`src/fetch_defs.svh`:
```
`ifndef FETCH_DEFS_SVH
`define FETCH_DEFS_SVH

// One queue entry
`define FETCH_BYTE_W 8

// IP, CS, bus data and immediates
`define FETCH_WORD_W 16

// Physical word address, bits 19 down to 1
`define FETCH_ADDR_W 19

// Prefetch queue entries
`define FETCH_FIFO_DEPTH 6

// Free entries below which the queue reports nearly full
`define FETCH_FIFO_MARGIN 2

`endif

```
`src/fetch_bus_pkg.sv`:
```
`include "fetch_defs.svh"

package fetch_bus_pkg;

    // Physical address without bit 0
    typedef logic [`FETCH_ADDR_W-1:0] word_addr_t;

    // One word returned on the instruction bus
    typedef logic [`FETCH_WORD_W-1:0] bus_word_t;

    // Prefetcher states
    // discard waits for the ack of a fetch overtaken by a redirect
    typedef enum logic [2:0] {
        pf_idle,
        pf_fetching,
        pf_write_low,
        pf_write_high,
        pf_discard
    } prefetch_state_t;

endpackage

```
`src/fetch_stream_pkg.sv`:
```
`include "fetch_defs.svh"

package fetch_stream_pkg;

    // One byte of the instruction stream
    typedef logic [`FETCH_BYTE_W-1:0] fetch_byte_t;

    // IP, CS or immediate value
    typedef logic [`FETCH_WORD_W-1:0] fetch_word_t;

    // Immediate reader states
    typedef enum logic [1:0] {
        rd_idle,
        rd_read_low,
        rd_read_high,
        rd_done
    } reader_state_t;

endpackage

```
`src/byte_fifo.sv`:
```
`timescale 1ns/100ps
`include "fetch_defs.svh"

module byte_fifo (
    input  logic                          clk,
    input  logic                          arst_n,
    input  logic                          flush,
    input  logic                          wr_en,
    input  fetch_stream_pkg::fetch_byte_t wr_data,
    input  logic                          rd_en,
    output fetch_stream_pkg::fetch_byte_t rd_data,
    output logic                          empty,
    output logic                          nearly_full
);
    import fetch_stream_pkg::*;

    localparam int ptr_w = $clog2(`FETCH_FIFO_DEPTH);
    localparam int cnt_w = $clog2(`FETCH_FIFO_DEPTH + 1);
    localparam logic [ptr_w-1:0] last_ptr = ptr_w'(`FETCH_FIFO_DEPTH - 1);
    localparam logic [cnt_w-1:0] depth = cnt_w'(`FETCH_FIFO_DEPTH);
    localparam logic [cnt_w-1:0] fill_limit =
        cnt_w'(`FETCH_FIFO_DEPTH - `FETCH_FIFO_MARGIN);

    fetch_byte_t      mem [`FETCH_FIFO_DEPTH];
    logic [ptr_w-1:0] wr_ptr;
    logic [ptr_w-1:0] rd_ptr;
    logic [cnt_w-1:0] count;
    logic             do_wr;
    logic             do_rd;

    function automatic logic [ptr_w-1:0] next_ptr(input logic [ptr_w-1:0] ptr);
        return (ptr == last_ptr) ? '0 : ptr + 1'b1;
    endfunction

    assign do_wr = wr_en && (count != depth);
    assign do_rd = rd_en && !empty;

    assign rd_data = mem[rd_ptr];
    assign empty = (count == '0);
    // Fewer than the margin left free
    assign nearly_full = (count > fill_limit);

    always_ff @(posedge clk or negedge arst_n) begin
        if (!arst_n) begin
            wr_ptr <= '0;
            rd_ptr <= '0;
            count <= '0;
        end else if (flush) begin
            wr_ptr <= '0;
            rd_ptr <= '0;
            count <= '0;
        end else begin
            if (do_wr)
                wr_ptr <= next_ptr(wr_ptr);
            if (do_rd)
                rd_ptr <= next_ptr(rd_ptr);
            if (do_wr && !do_rd)
                count <= count + 1'b1;
            else if (do_rd && !do_wr)
                count <= count - 1'b1;
        end
    end

    always_ff @(posedge clk) begin
        if (do_wr)
            mem[wr_ptr] <= wr_data;
    end

endmodule

```
`src/byte_stream_reader.sv`:
```
`timescale 1ns/100ps
`include "fetch_defs.svh"

module byte_stream_reader (
    input  logic                          clk,
    input  logic                          arst_n,
    input  fetch_stream_pkg::fetch_byte_t fifo_rd_data,
    input  logic                          fifo_empty,
    output logic                          fifo_rd_en,
    output logic                          byte_consumed,
    input  logic                          opcode_rd,
    output fetch_stream_pkg::fetch_byte_t opcode_byte,
    input  logic                          immed_start,
    input  logic                          immed_is_8bit,
    output fetch_stream_pkg::fetch_word_t immediate,
    output logic                          immed_busy,
    output logic                          immed_complete
);
    import fetch_stream_pkg::*;

    reader_state_t state;
    logic          is_8bit;
    logic          opcode_pop;
    logic          immed_pop;

    assign opcode_pop = (state == rd_idle) && opcode_rd && !fifo_empty;
    assign immed_pop = ((state == rd_read_low) || (state == rd_read_high)) && !fifo_empty;

    assign fifo_rd_en = opcode_pop || immed_pop;
    assign byte_consumed = opcode_pop || immed_pop;

    assign immed_busy = (state != rd_idle);
    assign immed_complete = (state == rd_done);

    always_ff @(posedge clk or negedge arst_n) begin
        if (!arst_n) begin
            state <= rd_idle;
            is_8bit <= 1'b0;
        end else begin
            case (state)
                rd_idle: begin
                    if (immed_start) begin
                        state <= rd_read_low;
                        is_8bit <= immed_is_8bit;
                    end
                end
                rd_read_low: begin
                    if (!fifo_empty)
                        state <= is_8bit ? rd_done : rd_read_high;
                end
                rd_read_high: begin
                    if (!fifo_empty)
                        state <= rd_done;
                end
                default: begin
                    state <= rd_idle;
                end
            endcase
        end
    end

    // Little-endian immediates with 8-bit values zero-extended
    always_ff @(posedge clk) begin
        if (opcode_pop)
            opcode_byte <= fifo_rd_data;
        if (immed_pop && state == rd_read_low)
            immediate <= {8'h00, fifo_rd_data};
        if (immed_pop && state == rd_read_high)
            immediate[`FETCH_WORD_W-1:`FETCH_BYTE_W] <= fifo_rd_data;
    end

endmodule

```
`src/fetch_frontend.sv`:
```
`timescale 1ns/100ps

module fetch_frontend (
    input  logic                          clk,
    input  logic                          arst_n,
    input  fetch_stream_pkg::fetch_word_t cs,
    input  logic                          load_ip,
    input  fetch_stream_pkg::fetch_word_t new_ip,
    input  logic                          start_instruction,
    input  logic                          rollback,
    output fetch_stream_pkg::fetch_word_t ip,
    output fetch_bus_pkg::word_addr_t     instr_m_addr,
    output logic                          instr_m_access,
    input  logic                          instr_m_ack,
    input  fetch_bus_pkg::bus_word_t      instr_m_data_in,
    input  logic                          opcode_rd,
    output fetch_stream_pkg::fetch_byte_t opcode_byte,
    output logic                          stream_empty,
    input  logic                          immed_start,
    input  logic                          immed_is_8bit,
    output fetch_stream_pkg::fetch_word_t immediate,
    output logic                          immed_busy,
    output logic                          immed_complete
);
    import fetch_stream_pkg::*;

    logic        fifo_wr_en;
    fetch_byte_t fifo_wr_data;
    logic        fifo_rd_en;
    fetch_byte_t fifo_rd_data;
    logic        fifo_nearly_full;
    logic        byte_consumed;
    logic        redirect;
    fetch_word_t redirect_ip;

    prefetch_unit prefetch_unit_i (
        .clk              (clk),
        .arst_n           (arst_n),
        .cs               (cs),
        .redirect         (redirect),
        .redirect_ip      (redirect_ip),
        .fifo_nearly_full (fifo_nearly_full),
        .fifo_wr_en       (fifo_wr_en),
        .fifo_wr_data     (fifo_wr_data),
        .instr_m_addr     (instr_m_addr),
        .instr_m_access   (instr_m_access),
        .instr_m_ack      (instr_m_ack),
        .instr_m_data_in  (instr_m_data_in)
    );

    // Redirect drops everything queued from the old stream
    byte_fifo byte_fifo_i (
        .clk         (clk),
        .arst_n      (arst_n),
        .flush       (redirect),
        .wr_en       (fifo_wr_en),
        .wr_data     (fifo_wr_data),
        .rd_en       (fifo_rd_en),
        .rd_data     (fifo_rd_data),
        .empty       (stream_empty),
        .nearly_full (fifo_nearly_full)
    );

    ip_tracker ip_tracker_i (
        .clk               (clk),
        .arst_n            (arst_n),
        .byte_consumed     (byte_consumed),
        .load_ip           (load_ip),
        .new_ip            (new_ip),
        .start_instruction (start_instruction),
        .rollback          (rollback),
        .ip                (ip),
        .redirect          (redirect),
        .redirect_ip       (redirect_ip)
    );

    byte_stream_reader byte_stream_reader_i (
        .clk            (clk),
        .arst_n         (arst_n),
        .fifo_rd_data   (fifo_rd_data),
        .fifo_empty     (stream_empty),
        .fifo_rd_en     (fifo_rd_en),
        .byte_consumed  (byte_consumed),
        .opcode_rd      (opcode_rd),
        .opcode_byte    (opcode_byte),
        .immed_start    (immed_start),
        .immed_is_8bit  (immed_is_8bit),
        .immediate      (immediate),
        .immed_busy     (immed_busy),
        .immed_complete (immed_complete)
    );

endmodule

```
`src/ip_tracker.sv`:
```
`timescale 1ns/100ps

module ip_tracker (
    input  logic                          clk,
    input  logic                          arst_n,
    input  logic                          byte_consumed,
    input  logic                          load_ip,
    input  fetch_stream_pkg::fetch_word_t new_ip,
    input  logic                          start_instruction,
    input  logic                          rollback,
    output fetch_stream_pkg::fetch_word_t ip,
    output logic                          redirect,
    output fetch_stream_pkg::fetch_word_t redirect_ip
);
    import fetch_stream_pkg::*;

    fetch_word_t start_ip;

    // ip already holds the new value when redirect is high
    assign redirect_ip = ip;

    always_ff @(posedge clk or negedge arst_n) begin
        if (!arst_n) begin
            ip <= '0;
            start_ip <= '0;
            redirect <= 1'b0;
        end else begin
            redirect <= load_ip || rollback;

            if (start_instruction)
                start_ip <= ip;

            if (load_ip)
                ip <= new_ip;
            else if (rollback)
                ip <= start_ip;
            else if (byte_consumed)
                ip <= ip + 1'b1;
        end
    end

endmodule

```
`src/prefetch_unit.sv`:
```
`timescale 1ns/100ps
`include "fetch_defs.svh"

module prefetch_unit (
    input  logic                          clk,
    input  logic                          arst_n,
    input  fetch_stream_pkg::fetch_word_t cs,
    input  logic                          redirect,
    input  fetch_stream_pkg::fetch_word_t redirect_ip,
    input  logic                          fifo_nearly_full,
    output logic                          fifo_wr_en,
    output fetch_stream_pkg::fetch_byte_t fifo_wr_data,
    output fetch_bus_pkg::word_addr_t     instr_m_addr,
    output logic                          instr_m_access,
    input  logic                          instr_m_ack,
    input  fetch_bus_pkg::bus_word_t      instr_m_data_in
);
    import fetch_bus_pkg::*;
    import fetch_stream_pkg::*;

    prefetch_state_t        state;
    fetch_word_t            fetch_ip;
    bus_word_t              fetched_word;
    logic [`FETCH_ADDR_W:0] phys_addr;
    logic                   start_fetch;
    logic                   ack_taken;

    // Segment base is CS times 16
    assign phys_addr = {cs, 4'h0} + {4'h0, fetch_ip};

    // A redirect in the same cycle wins over a new fetch
    assign start_fetch = (state == pf_idle) && !redirect && !fifo_nearly_full;
    assign ack_taken = (state == pf_fetching) && instr_m_ack;

    assign instr_m_access = (state == pf_fetching) || (state == pf_discard);

    assign fifo_wr_en = (state == pf_write_low) || (state == pf_write_high);
    assign fifo_wr_data = (state == pf_write_high) ?
        fetched_word[`FETCH_WORD_W-1:`FETCH_BYTE_W] :
        fetched_word[`FETCH_BYTE_W-1:0];

    always_ff @(posedge clk or negedge arst_n) begin
        if (!arst_n) begin
            state <= pf_idle;
            fetch_ip <= '0;
        end else begin
            case (state)
                pf_idle: begin
                    if (start_fetch)
                        state <= pf_fetching;
                end
                pf_fetching: begin
                    if (redirect)
                        state <= instr_m_ack ? pf_idle : pf_discard;
                    else if (instr_m_ack)
                        // Odd IP, so the low byte is not part of the stream
                        state <= fetch_ip[0] ? pf_write_high : pf_write_low;
                end
                pf_write_low: begin
                    state <= redirect ? pf_idle : pf_write_high;
                end
                pf_write_high: begin
                    state <= pf_idle;
                end
                pf_discard: begin
                    if (instr_m_ack)
                        state <= pf_idle;
                end
                default: begin
                    state <= pf_idle;
                end
            endcase

            if (redirect)
                fetch_ip <= redirect_ip;
            else if (state == pf_write_high)
                fetch_ip <= {fetch_ip[`FETCH_WORD_W-1:1] + 1'b1, 1'b0};
        end
    end

    // Address is held steady for the whole access
    always_ff @(posedge clk) begin
        if (start_fetch)
            instr_m_addr <= phys_addr[`FETCH_ADDR_W:1];
        if (ack_taken)
            fetched_word <= instr_m_data_in;
    end

endmodule

```
`config.mk`:
```
export PLATFORM = sky130hd
export DESIGN_NAME = fetch_frontend
export DESIGN_NICKNAME = d
export VERILOG_FILES = /design/src/fetch_bus_pkg.sv /design/src/fetch_stream_pkg.sv /design/src/byte_fifo.sv /design/src/byte_stream_reader.sv /design/src/fetch_frontend.sv /design/src/ip_tracker.sv /design/src/prefetch_unit.sv
export VERILOG_INCLUDE_DIRS = /design/src
export SDC_FILE = /design/constraint.sdc
export NUM_CORES = 1
export LEC_CHECK = 0
export BUFFER_PORTS_ARGS = -buffer_cell sky130_fd_sc_hd__buf_2
export CORE_MARGIN = 8
export CORE_UTILIZATION = 25
export DETAILED_ROUTE_END_ITERATION = 12
export PLACE_DENSITY = 0.39
export SYNTH_ARGS = -nofsm -noshare
export SYNTH_HDL_FRONTEND = slang
export SYNTH_SLANG_ARGS = --single-unit
```
`constraint.sdc`:
```
create_clock -name clk -period 2.3 [get_ports clk]
set_clock_uncertainty 0.1 [all_clocks]
set_input_delay 0 -clock clk [delete_from_list [all_inputs] [get_ports clk]]
set_output_delay 0 -clock clk [all_outputs]
set_load 0.02 [all_outputs]
```
==> results of run 1 <==
-- cells in the final DEF, fill, tap and decap left out, types with 4 or more instances in the layout --
master,n
nand3_1,15
buf_4,46
dlygate4sd3_1,49
a22oi_1,4
a21oi_1,32
o21ai_0,34
o31ai_1,4
ha_1,17
o211ai_1,6
xnor2_1,17
mux2i_1,15
mux4_2,8
clkbuf_16,17
nand2b_1,4
dfrtp_1,64
edfxtp_1,107
mux2_2,22
nand2_1,61
and2_1,5
nor2b_1,13
xor2_1,20
clkinv_8,4
inv_6,4
a21o_1,5
inv_1,25
nor2_1,41
nor3_1,8
inv_8,5
nand4_1,12
buf_2,119
-- cell type report --
cell class	instances	area share, %
Multi-Input combinational cell	411	28.6
Sequential cell	171	45.9
Tap cell	402	4.80
Clock buffer	17	4.06
Inverter	31	1.22
Clock inverter	15	1.72
Timing Repair Buffer	214	13.7
-- report_power, final --
part	switching (µW)	leakage [µW]	internal [µW]
Sequential	197	0.00175	3550
Combinational	1090	0.00205	851
Clock	1430	0.000292	1480
Total	2710	0.00409	5880
-- critical path, cell delays in order (launching register included) --
cell and delay [ns]:
dfrtp_1 0.42, inv_2 0.08, ha_4 0.30, a21oi_4 0.05, nor2_8 0.12, inv_4 0.04, ha_4 0.15, fa_2 0.34
xnor2_2 0.15, or3_1 0.32, a21oi_2 0.13
-- timing repair --
action | CTS | global route
gates resized for setup | 4 | 6
hold buffers | 49 | 0
hold endpoints to repair | 79 | 0
setup endpoints to repair | 2 | 4
pin swaps | 1 | 3
setup buffers | 1 | 5
-- sequential cells by signal, summed over array words and instances, names as in the netlist --
| name | flops |
|---|---|
| byte_stream_reader_i.opcode_byte | 8 |
| byte_stream_reader_i.state | 2 |
| byte_fifo_i.rd_ptr | 3 |
| ip_tracker_i.start_ip | 16 |
| byte_stream_reader_i.immediate | 16 |
| byte_stream_reader_i.is_8bit | 1 |
| ip_tracker_i.ip | 16 |
| prefetch_unit_i.fetched_word | 16 |
| byte_fifo_i.count | 3 |
| prefetch_unit_i.fetch_ip | 16 |
| byte_fifo_i.wr_ptr | 3 |
| byte_fifo_i.mem | 48 |
| prefetch_unit_i.instr_m_addr | 19 |
| prefetch_unit_i.state | 3 |
| ip_tracker_i.redirect | 1 |
-- cell families (layout without fill, tap and decap cells) --
group / count (synthesis) / in the layout / share of synthesized area [%]
muxes: 45 / 45 / 7.23
DFF: 171 / 171 / 60.2
xor gates and xnor gates: 38 / 38 / 4.16
AOI/OAI and AO/OA: 118 / 118 / 9.52
adders and majority gates: 21 / 21 / 3.47
buffers and inverters: 56 / 277 / 3.01
and+or+nand+nor: 189 / 189 / 12.4
-- worst paths after layout --
check	startpoint	end	slack (ns)
min in group clk	cs[6]	prefetch_unit_i.instr_m_addr[9]	0.03
worst max-delay path	byte_stream_reader_i.state[1]	byte_fifo_i.count[2]	0.03
worst min register to register	prefetch_unit_i.fetch_ip[3]	prefetch_unit_i.instr_m_addr[2]	0.41
max in group asynchronous	arst_n	prefetch_unit_i.fetch_ip[9]	1.29
worst max register to register	byte_stream_reader_i.state[1]	byte_fifo_i.count[2]	0.03
worst min-delay path	arst_n	ip_tracker_i.start_ip[2]	0.03
-- routing by layer --
| layer | GRT usage, % | share of wire (%) | vias up |
|---|---|---|---|
| met4 | 3.31 | 1.0 | 0 |
| met1 | 15.3 | 49 | 2729 |
| met3 | 2.64 | 4.3 | 12 |
| met2 | 17.6 | 46 | 97 |
| met5 | 0 | 0 | - |
| li1 | - | - | 2753 |
-- metrics by stage --
step                total power (µW)  setup WS (ns)  cells  hold slack (ns)
finish                          8590         0.0276   1261           0.0306
global route                    9050        -0.0492   1261           0.0368
CTS                             8650        0.00837   1256           0.0121
detailed placement              5580        -0.0333   1174         -0.00943
global placement                5520         0.0765   1174          -0.0200
floorplan                       4940         0.0199    638           -0.396
==> results.ini, run 1 <==
[status]
status = finished, final reports clean

[floorplan]
core_um2 = 31600
die_w_um = 195
ios = 120
initial_core_util_pct = 25.3
die_h_um = 195
rows = 65
dieArea_um2 = 38000

[hold_path]
hold_path.class = primary input to async pin

[yosys]
synth_edf_count = 107
synth_nets = 716
yosysWarnings = 0
yosysTopAreaCellShare_pct = 40.2
ys_ff_latch = 171
yosys.cell_types.count = 67
ys.flop_type = edfxtp_1
syn_area_per_cell_um2 = 12.5
syn_inst = 638
yosysTopAreaCell = edfxtp_1
syn_area_um2 = 7990
synth_commonest_cells = edfxtp_1, dfrtp_1, nand2_1
synth_area_leaders = edfxtp_1, dfrtp_1, mux2_2, ha_1, nand2_1
postSynth.asyncResetShare_pct = 37.4
yosysMostFrequentCell = edfxtp_1
ys_seq_area_share_pct = 60.2

[critical_path]
cp.required_ns = 2.55
crit_type = flop to flop
cp-end-kind = flop
cp_max_fo = 5
r2r_cells = 10
crit_path_start_kind = flop
worstPathArrival_ns = 2.52

[layout]
nFillCells = 3193
ff_latch_area_um2 = 4810
multiInputGateArea_um2 = 3000
syn_to_final_growth_pct = 31.1
utilization_pct = 33.2
drive_gt1_share_pct = 30.6
antenna_cells = 0
fin_area_um2 = 10500
fin_nets = 924

[cts]
htree_levels = 4
clk_pin_slew_ns = 0.09
cts_buffer_depth = 2
cts-root-buf = clkbuf_16
cts_made_buffers = 17
cts_tree = done
cts_num_sinks = 171
insertion_delay_ns = 0.43

[drt]
dr_total_vias = 5591
routed_via_density = 4.43
dr.pass1.iters = 5
ant_nets = 0
remaining_drc_errors = 0
drt_iter0_markers = 324
wire_per_inst_um = 16.9
routed_wl_um = 21300

[global_route]
grt_pass1_vias = 5906
grt_max_degree = 45
antenna_found_initial = 0
track_usage_pct = 11.3
grt_overflow = 0
grt_first_pass_wirelength_um = 33800

[timing]
finalMaxSlewViolations = 0
finalHoldViolCount = 0
worst_slew_margin_rel_pct = 53.6
min_period_over_period_pct = 98.8
tns_ns = 0
finalSetupViolCount = 0
layout_min_cycle_time_ns = 2.27
rsz0062_at_grt = yes
max_freq_mhz = 440
worstMarginPinSlew_ns = 0.696

[job]
max_cap_viol_count = 0

[placement]
place.gp.congestion = 0.774
io_buffers = 119
dpl.hpwl_um = 15900
placed_area_um2 = 9300

[pwr]
ir_drop_mv = 0.492
p_leak_uw = 0.00409
power-per-cell-area_nw_per_um2 = 820

No activity file was read; power rests on OpenSTA's default activity.
==> run 2, diff against run 1 <==
- REMOVE_ABC_BUFFERS: unset -> 1
==> run 2 against run 1 <==
Compared with the run above:
- clock power is 4% higher
- critical path depth did not move
- sequential power barely moved
- first-iteration DRC count is 9.6% lower
- sequential share of layout area about the same
- wire length down 3.3%
- critical path type unchanged
- largest cell class unchanged
==> results.ini, run 2 (synthesis results as in run 1) <==
[status]
status = finished, final reports clean

[floorplan]
ios = 120  ; unchanged
core_um2 = 31600  ; unchanged
rows = 65  ; unchanged
initial_core_util_pct = 25.3  ; unchanged
die_w_um = 195  ; unchanged
dieArea_um2 = 38000  ; unchanged
die_h_um = 195  ; unchanged

[drt]
dr.pass1.iters = 4  ; -1
wl_met3_um = 813  ; -11%
m1WireLength_um = 10100  ; -2.9%
drt_iter0_markers = 293  ; -9.6%
dr_total_vias = 5539  ; -0.93%
wl_met2_um = 9340  ; -3.5%
routed_wl_um = 20600  ; -3.3%
remaining_drc_errors = 0  ; unchanged
highest-signal-layer = met4
wire_per_inst_um = 16.3  ; -3.1%
routed_via_density = 4.40  ; -0.77%
ant_nets = 0  ; unchanged

[critical_path]
r2r_setup_slack_ns = 0.07  ; +0.04 ns
crit_path_start_kind = flop
worstReg2RegStart = byte_stream_reader_i.state[0]
cp-endpoint = byte_fifo_i.count[2]
crit_type = flop to flop
startpoint = byte_stream_reader_i.state[0]
worstPathArrival_ns = 2.48  ; -0.04 ns
cp_max_fo = 2  ; -3
cpPeakStageDelay_ns = 0.36  ; -0.06 ns
r2r_end = byte_fifo_i.count[2]
cp-end-kind = flop
critPathSlowestCell = dfrtp_1
cp.required_ns = 2.55  ; about the same
path_cells = inv_1 > ha_4 > a21oi_4 > nor2_8 > inv_2 > ha_1 > fa_2 > xnor2_1 > or3_1 > a21oi_1
r2r_cells = 10  ; unchanged

[timing]
min_period_over_period_pct = 97.1  ; -1.7 points
finalHoldViolCount = 0  ; unchanged
hold_slack_ns = 0.0161  ; -0.0145 ns
finalMaxSlewViolations = 0  ; unchanged
tns_ns = 0  ; unchanged
layout_min_cycle_time_ns = 2.23  ; -0.0397 ns
finalSetupViolCount = 0  ; unchanged
rsz0062_at_grt = yes
max_freq_mhz = 448  ; +1.8%
worstMarginPinSlew_ns = 0.785  ; +0.0886 ns
worst_slew_margin_rel_pct = 47.5  ; -6.1 points

[placement]
dpl.hpwl_um = 15400  ; -3.3%
io_buffers = 119  ; unchanged
place.gp.congestion = 0.754  ; -2.6%

[cts]
cts_buffer_depth = 2  ; unchanged
cts-root-buf = clkbuf_16
cts_made_buffers = 17  ; unchanged
cts_num_sinks = 171  ; unchanged
insertion_delay_ns = 0.43  ; about the same
cts_tree = done
htree_levels = 4  ; unchanged
clk_pin_slew_ns = 0.07  ; -0.02 ns

[global_route]
grt_pass1_vias = 5831  ; -1.3%
antenna_found_initial = 0  ; unchanged
track_usage_pct = 11.2  ; -0.070 points
grt_overflow = 0  ; unchanged
grt_max_degree = 45  ; unchanged
grt_first_pass_wirelength_um = 33600  ; -0.57%

[job]
max_cap_viol_count = 0  ; unchanged

[pwr]
p_leak_uw = 0.00410  ; +0.15%
power-per-cell-area_nw_per_um2 = 833  ; +1.6%
ir_drop_mv = 0.525  ; +6.7%

[layout]
reg_top3 = byte_fifo_i.mem x48, prefetch_unit_i.instr_m_addr x19
syn_to_final_growth_pct = 31.2  ; about the same
nFillCells = 3203  ; +0.31%
largest_reg_flops = 48  ; unchanged
mostFrequentLayoutCells = buf_2, edfxtp_1, dfrtp_1
top_register = byte_fifo_i.mem
antenna_cells = 0  ; unchanged
final_common_cell = buf_2
drive_gt1_share_pct = 29.6  ; -0.98 points
utilization_pct = 33.2  ; about the same
fin_nets = 922  ; -0.22%

[hold_path]
hold_path.class = primary input to async pin

[run 2: cell types whose count changed in the layout (fill, tap and decap cells not counted), moves of 2 or more]
cell       before  now
buf_4          46   42
clkinv_4        1    5
bufinv_16       0    3
clkinv_8        4    1
inv_8           5    2
inv_1          25   27
inv_6           4    2
[run 2: per-stage QoR]
step,setup WS (ns),power (µW),instance area (µm²),std cells
2_1_floorplan,-0.171,4850,7880,613
3_3_place_gp,0.0526,5550,9290,1175
3_5_place_dp,-0.0726,5590,9290,1175
4_1_cts,0.0157,8780,10400,1257
5_1_grt,-0.0359,9230,10500,1259
6_report,0.0672,8730,10500,1259
[run 2: worst min-delay path by stage]
stage	cells after the start	end
2_1_floorplan	0	byte_fifo_i.count[0]
3_3_place_gp	1	ip_tracker_i.ip[4]
3_5_place_dp	1	ip_tracker_i.ip[4]
4_1_cts	3	prefetch_unit_i.instr_m_addr[5]
5_1_grt	2	ip_tracker_i.ip[5]
6_report	2	ip_tracker_i.ip[13]
[run 2: final cells by class]
cell class              count  area [µm²]  area share [%]
clock buffers              19         443            4.22
flip-flops and latches    171        4820            45.9
inverters                  31         121            1.16
repair buffers            212        1430            13.7
multi-input cells         411        2980            28.4
clock inverters            13         189            1.80
well taps                 402         503            4.80
[run 2: power by group]
group | internal (µW) | total (µW) | switching, µW
logic | 868 | 1940 | 1070
registers | 3550 | 3750 | 199
clock network | 1770 | 3040 | 1270
[run 2: worst max-delay path: cells and delay by family, from the launching register on]
kind	cells	cell delay, ns
AOI/OAI and AO/OA	2	0.20
xor gates and xnor gates	1	0.14
adders and majority gates	3	0.84
buffers and inverters	2	0.14
DFF	1	0.36
and+or+nand+nor	2	0.38
[run 2: layer usage]
layer	global-route usage (%)	vias up
met5	0	-
met2	17.0	111
met3	2.71	12
met4	3.71	0
met1	15.4	2673
li1	-	2743
[run 2: repair_timing]
item | in CTS | in global routing
pin swaps | 0 | 3
buffers inserted | 0 | 2
hold buffers | 50 | 0
endpoints found under the hold margin | 116 | 0
resized for setup | 2 | 8
setup endpoints to repair | 1 | 9
